<file path="src/rtl/fetch_pkg.sv">
package fetch_pkg;

    // basic widths
    parameter int XLEN           = 32;
    parameter int BEAT_WIDTH     = 64;   // one memory beat
    parameter int LINE_WIDTH     = 256;  // one instruction line
    parameter int BEATS_PER_LINE = LINE_WIDTH / BEAT_WIDTH;

    // byte offset bits inside a line
    parameter int LINE_OFFSET_BITS = $clog2(LINE_WIDTH / 8);

    // reset vector of the core
    parameter logic [XLEN-1:0] RESET_PC = 32'h1eceb000;

    // one fetched instruction with its pc
    typedef struct packed {
        logic [XLEN-1:0] inst;
        logic [XLEN-1:0] pc;
    } fetch_entry_t;

    // redirect from the back end
    // pc is the new fetch target
    typedef struct packed {
        logic            valid;
        logic [XLEN-1:0] pc;
    } redirect_t;

    // line read request towards burst memory
    typedef struct packed {
        logic            read;
        logic [XLEN-1:0] addr;  // always line aligned
    } line_req_t;

endpackage

</file>
<file path="src/rtl/burst_assembler.sv">
`timescale 1ns/10ps

module burst_assembler (
    input  logic                             clk,
    input  logic                             rst,
    input  logic [fetch_pkg::BEAT_WIDTH-1:0] rdata_i,
    input  logic                             rvalid_i,
    output logic [fetch_pkg::LINE_WIDTH-1:0] line_o,
    output logic                             line_valid_o
);
    import fetch_pkg::*;

    localparam int CNT_W = $clog2(BEATS_PER_LINE);

    logic [CNT_W-1:0] beat_cnt;
    logic             last_beat;

    // fourth beat of the current line
    assign last_beat = rvalid_i && (beat_cnt == CNT_W'(BEATS_PER_LINE - 1));

    // beats come lowest first, so shift in from the top
    always_ff @(posedge clk) begin
        if (rvalid_i) begin
            line_o <= {rdata_i, line_o[LINE_WIDTH-1:BEAT_WIDTH]};
        end
    end

    always_ff @(posedge clk) begin
        if (rst) begin
            beat_cnt     <= '0;
            line_valid_o <= 1'b0;
        end else begin
            line_valid_o <= last_beat;  // one cycle after beat 4
            if (last_beat) begin
                beat_cnt <= '0;
            end else if (rvalid_i) begin
                beat_cnt <= beat_cnt + 1'b1;
            end
        end
    end

endmodule

</file>
<file path="src/rtl/line_buffer.sv">
`timescale 1ns/10ps

module line_buffer (
    input  logic                             clk,
    input  logic                             rst,
    input  logic [fetch_pkg::XLEN-1:0]       lookup_pc_i,
    output logic                             hit_o,
    output logic [fetch_pkg::XLEN-1:0]       word_o,
    output fetch_pkg::line_req_t             req_o,
    input  logic                             req_ready_i,
    input  logic [fetch_pkg::LINE_WIDTH-1:0] fill_line_i,
    input  logic                             fill_valid_i
);
    import fetch_pkg::*;

    localparam int TAG_W = XLEN - LINE_OFFSET_BITS;

    logic [LINE_WIDTH-1:0]         line_q;
    logic [TAG_W-1:0]              tag_q;
    logic                          valid_q;
    logic                          pending_q;  // fill requested, line not back yet
    line_req_t                     req_q;
    logic [LINE_OFFSET_BITS-3:0]   word_sel;

    assign hit_o    = valid_q && (tag_q == lookup_pc_i[XLEN-1:LINE_OFFSET_BITS]);
    assign word_sel = lookup_pc_i[LINE_OFFSET_BITS-1:2];
    assign word_o   = line_q[word_sel*XLEN +: XLEN];
    assign req_o    = req_q;

    // line storage, tag comes from the address that was requested
    always_ff @(posedge clk) begin
        if (fill_valid_i) begin
            line_q <= fill_line_i;
            tag_q  <= req_q.addr[XLEN-1:LINE_OFFSET_BITS];
        end
    end

    always_ff @(posedge clk) begin
        if (rst) begin
            valid_q   <= 1'b0;
            pending_q <= 1'b0;
            req_q     <= '0;
        end else begin
            if (fill_valid_i) begin
                valid_q   <= 1'b1;
                pending_q <= 1'b0;
            end

            if (req_q.read) begin
                // hold addr and read until memory takes it
                if (req_ready_i) begin
                    req_q.read <= 1'b0;
                    pending_q  <= 1'b1;
                end
            end else if (!pending_q && !hit_o) begin
                req_q.read <= 1'b1;
                req_q.addr <= {lookup_pc_i[XLEN-1:LINE_OFFSET_BITS],
                               {LINE_OFFSET_BITS{1'b0}}};
            end
        end
    end

endmodule

</file>
<file path="src/rtl/fetch_pc_gen.sv">
`timescale 1ns/10ps

module fetch_pc_gen (
    input  logic                       clk,
    input  logic                       rst,
    input  fetch_pkg::redirect_t       redirect_i,
    input  logic                       hit_i,
    input  logic [fetch_pkg::XLEN-1:0] word_i,
    input  logic                       queue_full_i,
    output logic [fetch_pkg::XLEN-1:0] pc_o,
    output logic                       enq_o,
    output fetch_pkg::fetch_entry_t    enq_entry_o,
    output logic                       flush_o
);
    import fetch_pkg::*;

    logic [XLEN-1:0] pc_q;
    logic [XLEN-1:0] pc_next;
    logic [XLEN-1:0] target;

    // redirect target, forced to a word boundary
    assign target = {redirect_i.pc[XLEN-1:2], 2'b00};

    // redirect wins over a normal fetch
    assign flush_o = redirect_i.valid;
    assign enq_o   = hit_i && !queue_full_i && !redirect_i.valid;

    assign enq_entry_o.inst = word_i;
    assign enq_entry_o.pc   = pc_q;
    assign pc_o             = pc_q;

    always_comb begin
        pc_next = pc_q;  // hold on miss or full queue
        if (redirect_i.valid) begin
            pc_next = target;
        end else if (enq_o) begin
            pc_next = pc_q + XLEN'(4);
        end
    end

    always_ff @(posedge clk) begin
        if (rst) begin
            pc_q <= RESET_PC;
        end else begin
            pc_q <= pc_next;
        end
    end

endmodule

</file>
<file path="src/rtl/fetch_queue.sv">
`timescale 1ns/10ps

module fetch_queue #(
    parameter int QUEUE_DEPTH = 8
) (
    input  logic                    clk,
    input  logic                    rst,
    input  logic                    enq_i,
    input  fetch_pkg::fetch_entry_t enq_entry_i,
    input  logic                    deq_i,
    input  logic                    flush_i,
    output fetch_pkg::fetch_entry_t entry_o,
    output logic                    full_o,
    output logic                    empty_o
);
    import fetch_pkg::*;

    localparam int PTR_W = $clog2(QUEUE_DEPTH);

    fetch_entry_t     mem [QUEUE_DEPTH];
    logic [PTR_W-1:0] head;
    logic [PTR_W-1:0] tail;
    logic [PTR_W:0]   count;  // one extra bit to reach QUEUE_DEPTH
    logic             do_enq;
    logic             do_deq;

    assign full_o  = (count == (PTR_W+1)'(QUEUE_DEPTH));
    assign empty_o = (count == '0);
    assign entry_o = mem[head];  // oldest entry

    assign do_enq = enq_i && !full_o;
    assign do_deq = deq_i && !empty_o;

    always_ff @(posedge clk) begin
        if (do_enq) begin
            mem[tail] <= enq_entry_i;
        end
    end

    always_ff @(posedge clk) begin
        if (rst || flush_i) begin
            head  <= '0;
            tail  <= '0;
            count <= '0;
        end else begin
            if (do_enq) begin
                tail <= tail + 1'b1;  // wraps, depth is a power of two
            end
            if (do_deq) begin
                head <= head + 1'b1;
            end
            case ({do_enq, do_deq})
                2'b10:   count <= count + 1'b1;
                2'b01:   count <= count - 1'b1;
                default: count <= count;  // none, or both in one cycle
            endcase
        end
    end

endmodule

</file>
<file path="src/rtl/fetch_top.sv">
`timescale 1ns/10ps

module fetch_top #(
    parameter int QUEUE_DEPTH = 8
) (
    input  logic                             clk,
    input  logic                             rst,
    // burst memory
    output logic [fetch_pkg::XLEN-1:0]       bmem_addr_o,
    output logic                             bmem_read_o,
    input  logic                             bmem_ready_i,
    input  logic [fetch_pkg::BEAT_WIDTH-1:0] bmem_rdata_i,
    input  logic                             bmem_rvalid_i,
    // back end
    input  fetch_pkg::redirect_t             redirect_i,
    input  logic                             deq_i,
    output fetch_pkg::fetch_entry_t          entry_o,
    output logic                             empty_o
);
    import fetch_pkg::*;

    logic [LINE_WIDTH-1:0] fill_line;
    logic                  fill_valid;
    line_req_t             line_req;
    logic                  hit;
    logic [XLEN-1:0]       word;
    logic [XLEN-1:0]       pc;
    logic                  queue_full;
    logic                  enq;
    logic                  flush;
    fetch_entry_t          enq_entry;

    assign bmem_read_o = line_req.read;
    assign bmem_addr_o = line_req.addr;

    burst_assembler burst_assembler_i (
        .clk          (clk),
        .rst          (rst),
        .rdata_i      (bmem_rdata_i),
        .rvalid_i     (bmem_rvalid_i),
        .line_o       (fill_line),
        .line_valid_o (fill_valid)
    );

    line_buffer line_buffer_i (
        .clk          (clk),
        .rst          (rst),
        .lookup_pc_i  (pc),
        .hit_o        (hit),
        .word_o       (word),
        .req_o        (line_req),
        .req_ready_i  (bmem_ready_i),
        .fill_line_i  (fill_line),
        .fill_valid_i (fill_valid)
    );

    fetch_pc_gen fetch_pc_gen_i (
        .clk          (clk),
        .rst          (rst),
        .redirect_i   (redirect_i),
        .hit_i        (hit),
        .word_i       (word),
        .queue_full_i (queue_full),
        .pc_o         (pc),
        .enq_o        (enq),
        .enq_entry_o  (enq_entry),
        .flush_o      (flush)
    );

    fetch_queue #(.QUEUE_DEPTH(QUEUE_DEPTH)) fetch_queue_i (
        .clk         (clk),
        .rst         (rst),
        .enq_i       (enq),
        .enq_entry_i (enq_entry),
        .deq_i       (deq_i),
        .flush_i     (flush),
        .entry_o     (entry_o),
        .full_o      (queue_full),
        .empty_o     (empty_o)
    );

endmodule

</file>
<file path="config.mk">
export PLATFORM = sky130hd
export DESIGN_NAME = fetch_top
export DESIGN_NICKNAME = d
export VERILOG_FILES = /design/src/rtl/fetch_pkg.sv /design/src/rtl/burst_assembler.sv /design/src/rtl/line_buffer.sv /design/src/rtl/fetch_pc_gen.sv /design/src/rtl/fetch_queue.sv /design/src/rtl/fetch_top.sv
export SDC_FILE = /design/constraint.sdc
export NUM_CORES = 1
export LEC_CHECK = 0
export BUFFER_PORTS_ARGS = -buffer_cell sky130_fd_sc_hd__buf_2
export CAP_MARGIN = 10
export CORE_MARGIN = 2
export CORE_UTILIZATION = 55
export CTS_BUF_LIST = sky130_fd_sc_hd__clkbuf_4
export DETAILED_ROUTE_END_ITERATION = 12
export PLACE_DENSITY = 0.74
export SLEW_MARGIN = 20
export SYNTH_ARGS = -nofsm -noshare
export SYNTH_HDL_FRONTEND = slang
export SYNTH_HIERARCHICAL = 1
export SYNTH_SLANG_ARGS = --single-unit
</file>
<file path="constraint.sdc">
create_clock -name clk -period 10.8 [get_ports clk]
set_clock_uncertainty 0.05 [all_clocks]
set_input_delay 0 -clock clk [delete_from_list [all_inputs] [get_ports clk]]
set_output_delay 0 -clock clk [all_outputs]
set_load 0.1 [all_outputs]
</file>
# == After elaboration in Yosys (flattened, before gate mapping) ==
# Memory sizes are Yosys's and may differ from the RTL's. A register that Yosys moved wholly into a read port is not among the register bits.
# Index checks and enable logic that the tools add are counted.
# Widths: inputs -> output; s select.
# word_totals
out_inout_bits,98
elab_cells,60
in_bits,102
mem_count,1
reg_bits,614
mem_bits_rw,512
# mem_list
memory,words,width,read_ports,rd_ports_with_merged_regs,wr,line,text
fetch_queue_i.mem,8,64,1,1,1,fetch_queue.sv:20,fetch_entry_t mem [QUEUE_DEPTH];
# classes
n_eq_ne,5
n_mux,13
addsub,6
bitwise_logic,1
n_reduce_logical,19
shifts,1
# ops
op,count
$shiftx 256x9->32,1
$mux 32,2
$mux 33,1
$add 32x3->32 const B,1
$eq 27x27->1,1
$pmux 4 s2,1
$logic_and 1x1->1,7
$mux 1,7
$add 3x1->3 const B,2
$mux 3,2
$logic_not 1->1,5
$add 4x1->4 const B,1
$eq 2x2->1 const B,2
$eq 4x4->1 const B,1
$logic_not 4->1,1
$reduce_bool 2->1,2
$reduce_or 2->1,2
$sub 4x1->4 const B,1
$add 2x1->2 const B,1
$eq 2x1->1 const B,1
$reduce_and 2->1,1
$logic_or 1x1->1,1
$not 1->1,1

# == Longest topological paths before layout ==
# logic_depth
word_depth,7
mapped_depth,15
depth_no_buf,14

# == By module ==
# Netlist, hierarchy kept.
# by_module_without_submodules
module,instances,cells_each,area_each_um2,seq_area_each_um2
fetch_queue,1,815,19872.8,15635.0
line_buffer,1,569,12064.1,9098.7
burst_assembler,1,267,7807.5,7747.4
fetch_pc_gen,1,292,2298.5,600.6

# == Worst setup path after synthesis ==
# Ideal clock, no wire load.
# synth_path
kind,register to register
from,register fetch_pc_gen_i.pc_q[7] (netlist: fetch_pc_gen_i/pc_o[7])
to,"memory fetch_queue_i/mem[0][0] (netlist name), enable pin"
arrival_time_ns,6.901
synth_period_minus_slack_ns,7.516
required_time_ns,10.185
path_buffers,1
setup_ns,0.565
stages_incl_launch_ff,11
slack_ns,3.284
cell_sequence,dfxtp_1 -> buf_4 -> xnor2_1 -> nand4_1 -> or4_4 -> nor2_1 -> nor2b_1 -> and2_1 -> nand2_1 -> or2_2 -> nor3_1
# synth_via
elab_chain_len,7
# synth_lines
element,line,text
from (decl),fetch_pc_gen.sv:17,logic [XLEN-1:0] pc_q;
from (signal assigned),fetch_pc_gen.sv:45,pc_q <= pc_next;
$eq 27x27->1,line_buffer.sv:25,assign hit_o = valid_q && (tag_q == lookup_pc_i[XLEN-1:LINE_OFFSET_BITS]);
$logic_and 1x1->1,line_buffer.sv:25,
net hit,fetch_top.sv:25,logic hit;
$logic_and 1x1->1 (2 in series),fetch_pc_gen.sv:26,assign enq_o = hit_i && !queue_full_i && !redirect_i.valid;
net enq,fetch_top.sv:29,logic enq;
$logic_and 1x1->1,fetch_queue.sv:31,assign do_enq = enq_i && !full_o;
$mux 1,fetch_queue.sv:35,if (do_enq) begin
$mux 1 (not written as such),fetch_queue.sv:36,mem[tail] <= enq_entry_i;
to (decl),fetch_queue.sv:20,
# The timed path passes the listed nets, and every way through them passes these cells.

# == Final worst setup path ==
# layout_path
from,register fetch_pc_gen_i.pc_q[28] (netlist: fetch_pc_gen_i/pc_o[28])
to,"memory fetch_queue_i/mem[2][15] (netlist name), enable pin"
# Same word-level chain as after synthesis.

==> impl_metrics.json <==
{
  "status": "finished with violations",
  "violations": "DRC",
  "cp_cell_sequence": "xnor2_1 > nand4_1 > or4_4 > nor2_1 > nor2b_1 > and2_1 > nand2_1 > or2_2 > nor2_4 > buf_4",
  "max_stage_delay_ns": 0.74,
  "post-cts-setup-buffer-count": 0,
  "drt_first_iter_violations": 2096,
  "worst_setup_path_end_kind": "flop",
  "ys_warn_count": 6,
  "grt_pass1_wl_mm": 125.3,
  "layout_min_cycle_time_ns": 5.116,
  "timing.slew.headroom_pct": 21.61,
  "design_area_mm2": 0.04947,
  "power_density_mw_per_mm2": 176.3,
  "hold_viol_final": 0,
  "clockBufferDepth": 4,
  "max_cap_viol_count": 0,
  "critPathLaunchType": "flop",
  "p_leak_uw": 0.01646,
  "place_congestion": 0.9054,
  "rows": 101,
  "ir_drop_v": 0.00008741,
  "min_path_type": "in -> reg",
  "critical_path_peak_fanout": 45,
  "portBuffers": 192,
  "finalCritPeriodShare_pct": 47.37,
  "required_ns": 11.38,
  "die_h_um": 280.4,
  "rsz0062_at_grt": "false",
  "core_mm2": 0.07582,
  "clk_pin_slew_ns": 0.08,
  "start_util_pct": 55.43,
  "grt_use_total_pct": 21.29,
  "dp_hpwl_mm": 41.43,
  "htreeDepth": 5,
  "place_area_mm2": 0.04351,
  "setup_viol": 0,
  "final.setup.tns_ns": 0,
  "layout-drive-gt1-share_pct": 34.78,
  "fmax_mhz": 195.5,
  "grt_antenna_before_repair": 5,
  "place_inst": 2987,
  "cpMaxStageDelayCell": "buf_4",
  "grt_overflow": 0,
  "ctsHoldBuffers": 251,
  "drt_wl_total_mm": 81.52,
  "power_uw": 8723,
  "die_w_um": 280.4,
  "clock-sinks": 1127,
  "wl_per_cell_um": 21.92,
  "root_buffer": "clkbuf_4",
  "cts_resized": 0,
  "die-area_mm2": 0.07864,
  "final_antenna_net_count": 0,
  "syn_to_final_growth_pct": 17.70,
  "cts_tree": "built",
  "vias": 20890,
  "cts_buffers": 288,
  "final_core_util_pct": 65.24,
  "crit_arrival_ns": 5.69,
  "worst-slew-pin-transition_ns": 1.176,
  "stdcell_count": 3719,
  "drtPass1Iterations": 10,
  "worstSetupPathType": "reg -> reg",
  "synth_area_mm2": 0.04203,
  "fin_nets": 2660,
  "avgSynthCellArea_um2": 21.65,
  "netlist_instances": 1941,
  "grt_start_max_net_pins": 185,
  "first_global_vias": 22390,
  "drc": 1,
  "io_pins": 200,
  "clock_latency_ns": 1.07,
  "drv_slew": 0,
  "vias_per_cell": 5.616
}
routing by layer:
layer | share of wire, % | wire, µm | track usage [%] | up-vias
li1 | - | - | - | 9242
met1 | 39 | 31440 | 26.06 | 10620
met2 | 53 | 42830 | 36.14 | 810
met3 | 5.8 | 4721 | 5.046 | 212
met4 | 3.1 | 2524 | 9.708 | 0
met5 | 0 | 0 | 0 | -
per-stage QoR:
stage / hold WS, ns / worst slack, ns
finish: 0.1276 / 5.684
global route: 0.03556 / 5.487
CTS: 0.00001843 / 5.741
detailed placement: 0.1281 / 5.823
global placement: 0.1273 / 5.851
floorplan: 0.01907 / 3.284
power breakdown:
part	switching [µW]	internal, µW
clock	1590	1780
sequential	83.7	4890
combinational	229	154
cells in the final DEF, fill, tap and decap left out, types with 20 or more instances in the layout:
cell type / count
buf_4: 20
edfxtp_1: 1051
dfxtp_1: 69
mux2_2: 97
xnor2_1: 25
clkinv_1: 55
clkbuf_4: 407
mux2i_1: 31
nor2_1: 30
dlygate4sd3_1: 250
mux4_2: 192
nand2b_1: 58
buf_2: 191
layout make-up:
type                       instances  area, µm²
antenna                            1      2.502
clock buffer                     407       3055
inverter                           7      26.28
fill                            4919      26360
multi-input combinational        661       8004
timing repair buffer             466       3719
clock inverter                    72      330.3
tap                              978       1224
sequential                      1127      33110
critical path, delay by kind of cell, from the launching register on:
kind	cells	cell delay (ns)
AND/OR/NAND/NOR	8	2.92
buffers and inverters	1	0.74
XOR/XNOR	1	0.26
flip-flops	1	0.64
registers in the layout, summed over array words and instances (netlist names), named ones only:
register,count
burst_assembler_i/beat_cnt,2
burst_assembler_i/line_o,256
burst_assembler_i/line_valid_o,1
fetch_pc_gen_i/pc_o,30
fetch_queue_i/count,4
fetch_queue_i/head,3
fetch_queue_i/mem,512
fetch_queue_i/tail,3
line_buffer_i/line_q,256
line_buffer_i/pending_q,1
line_buffer_i/req_o,28
line_buffer_i/tag_q,27
line_buffer_i/valid_q,1
final timing paths:
path,start,end,slack (ns),cells past startpoint
worst max-delay path,fetch_pc_gen_i/pc_o[28]$_SDFFE_PP1P_,fetch_queue_i/mem[2][15]$_DFFE_PP_,5.68,10
worst min-delay path,bmem_rdata_i[21],burst_assembler_i/line_o[213]$_DFFE_PP_,0.13,3
worst max register to register,fetch_pc_gen_i/pc_o[28]$_SDFFE_PP1P_,fetch_queue_i/mem[2][15]$_DFFE_PP_,5.68,10
worst min register to register,burst_assembler_i/line_o[13]$_DFFE_PP_,line_buffer_i/line_q[13]$_DFFE_PP_,0.31,0
(Power assumes the default switching activity.)
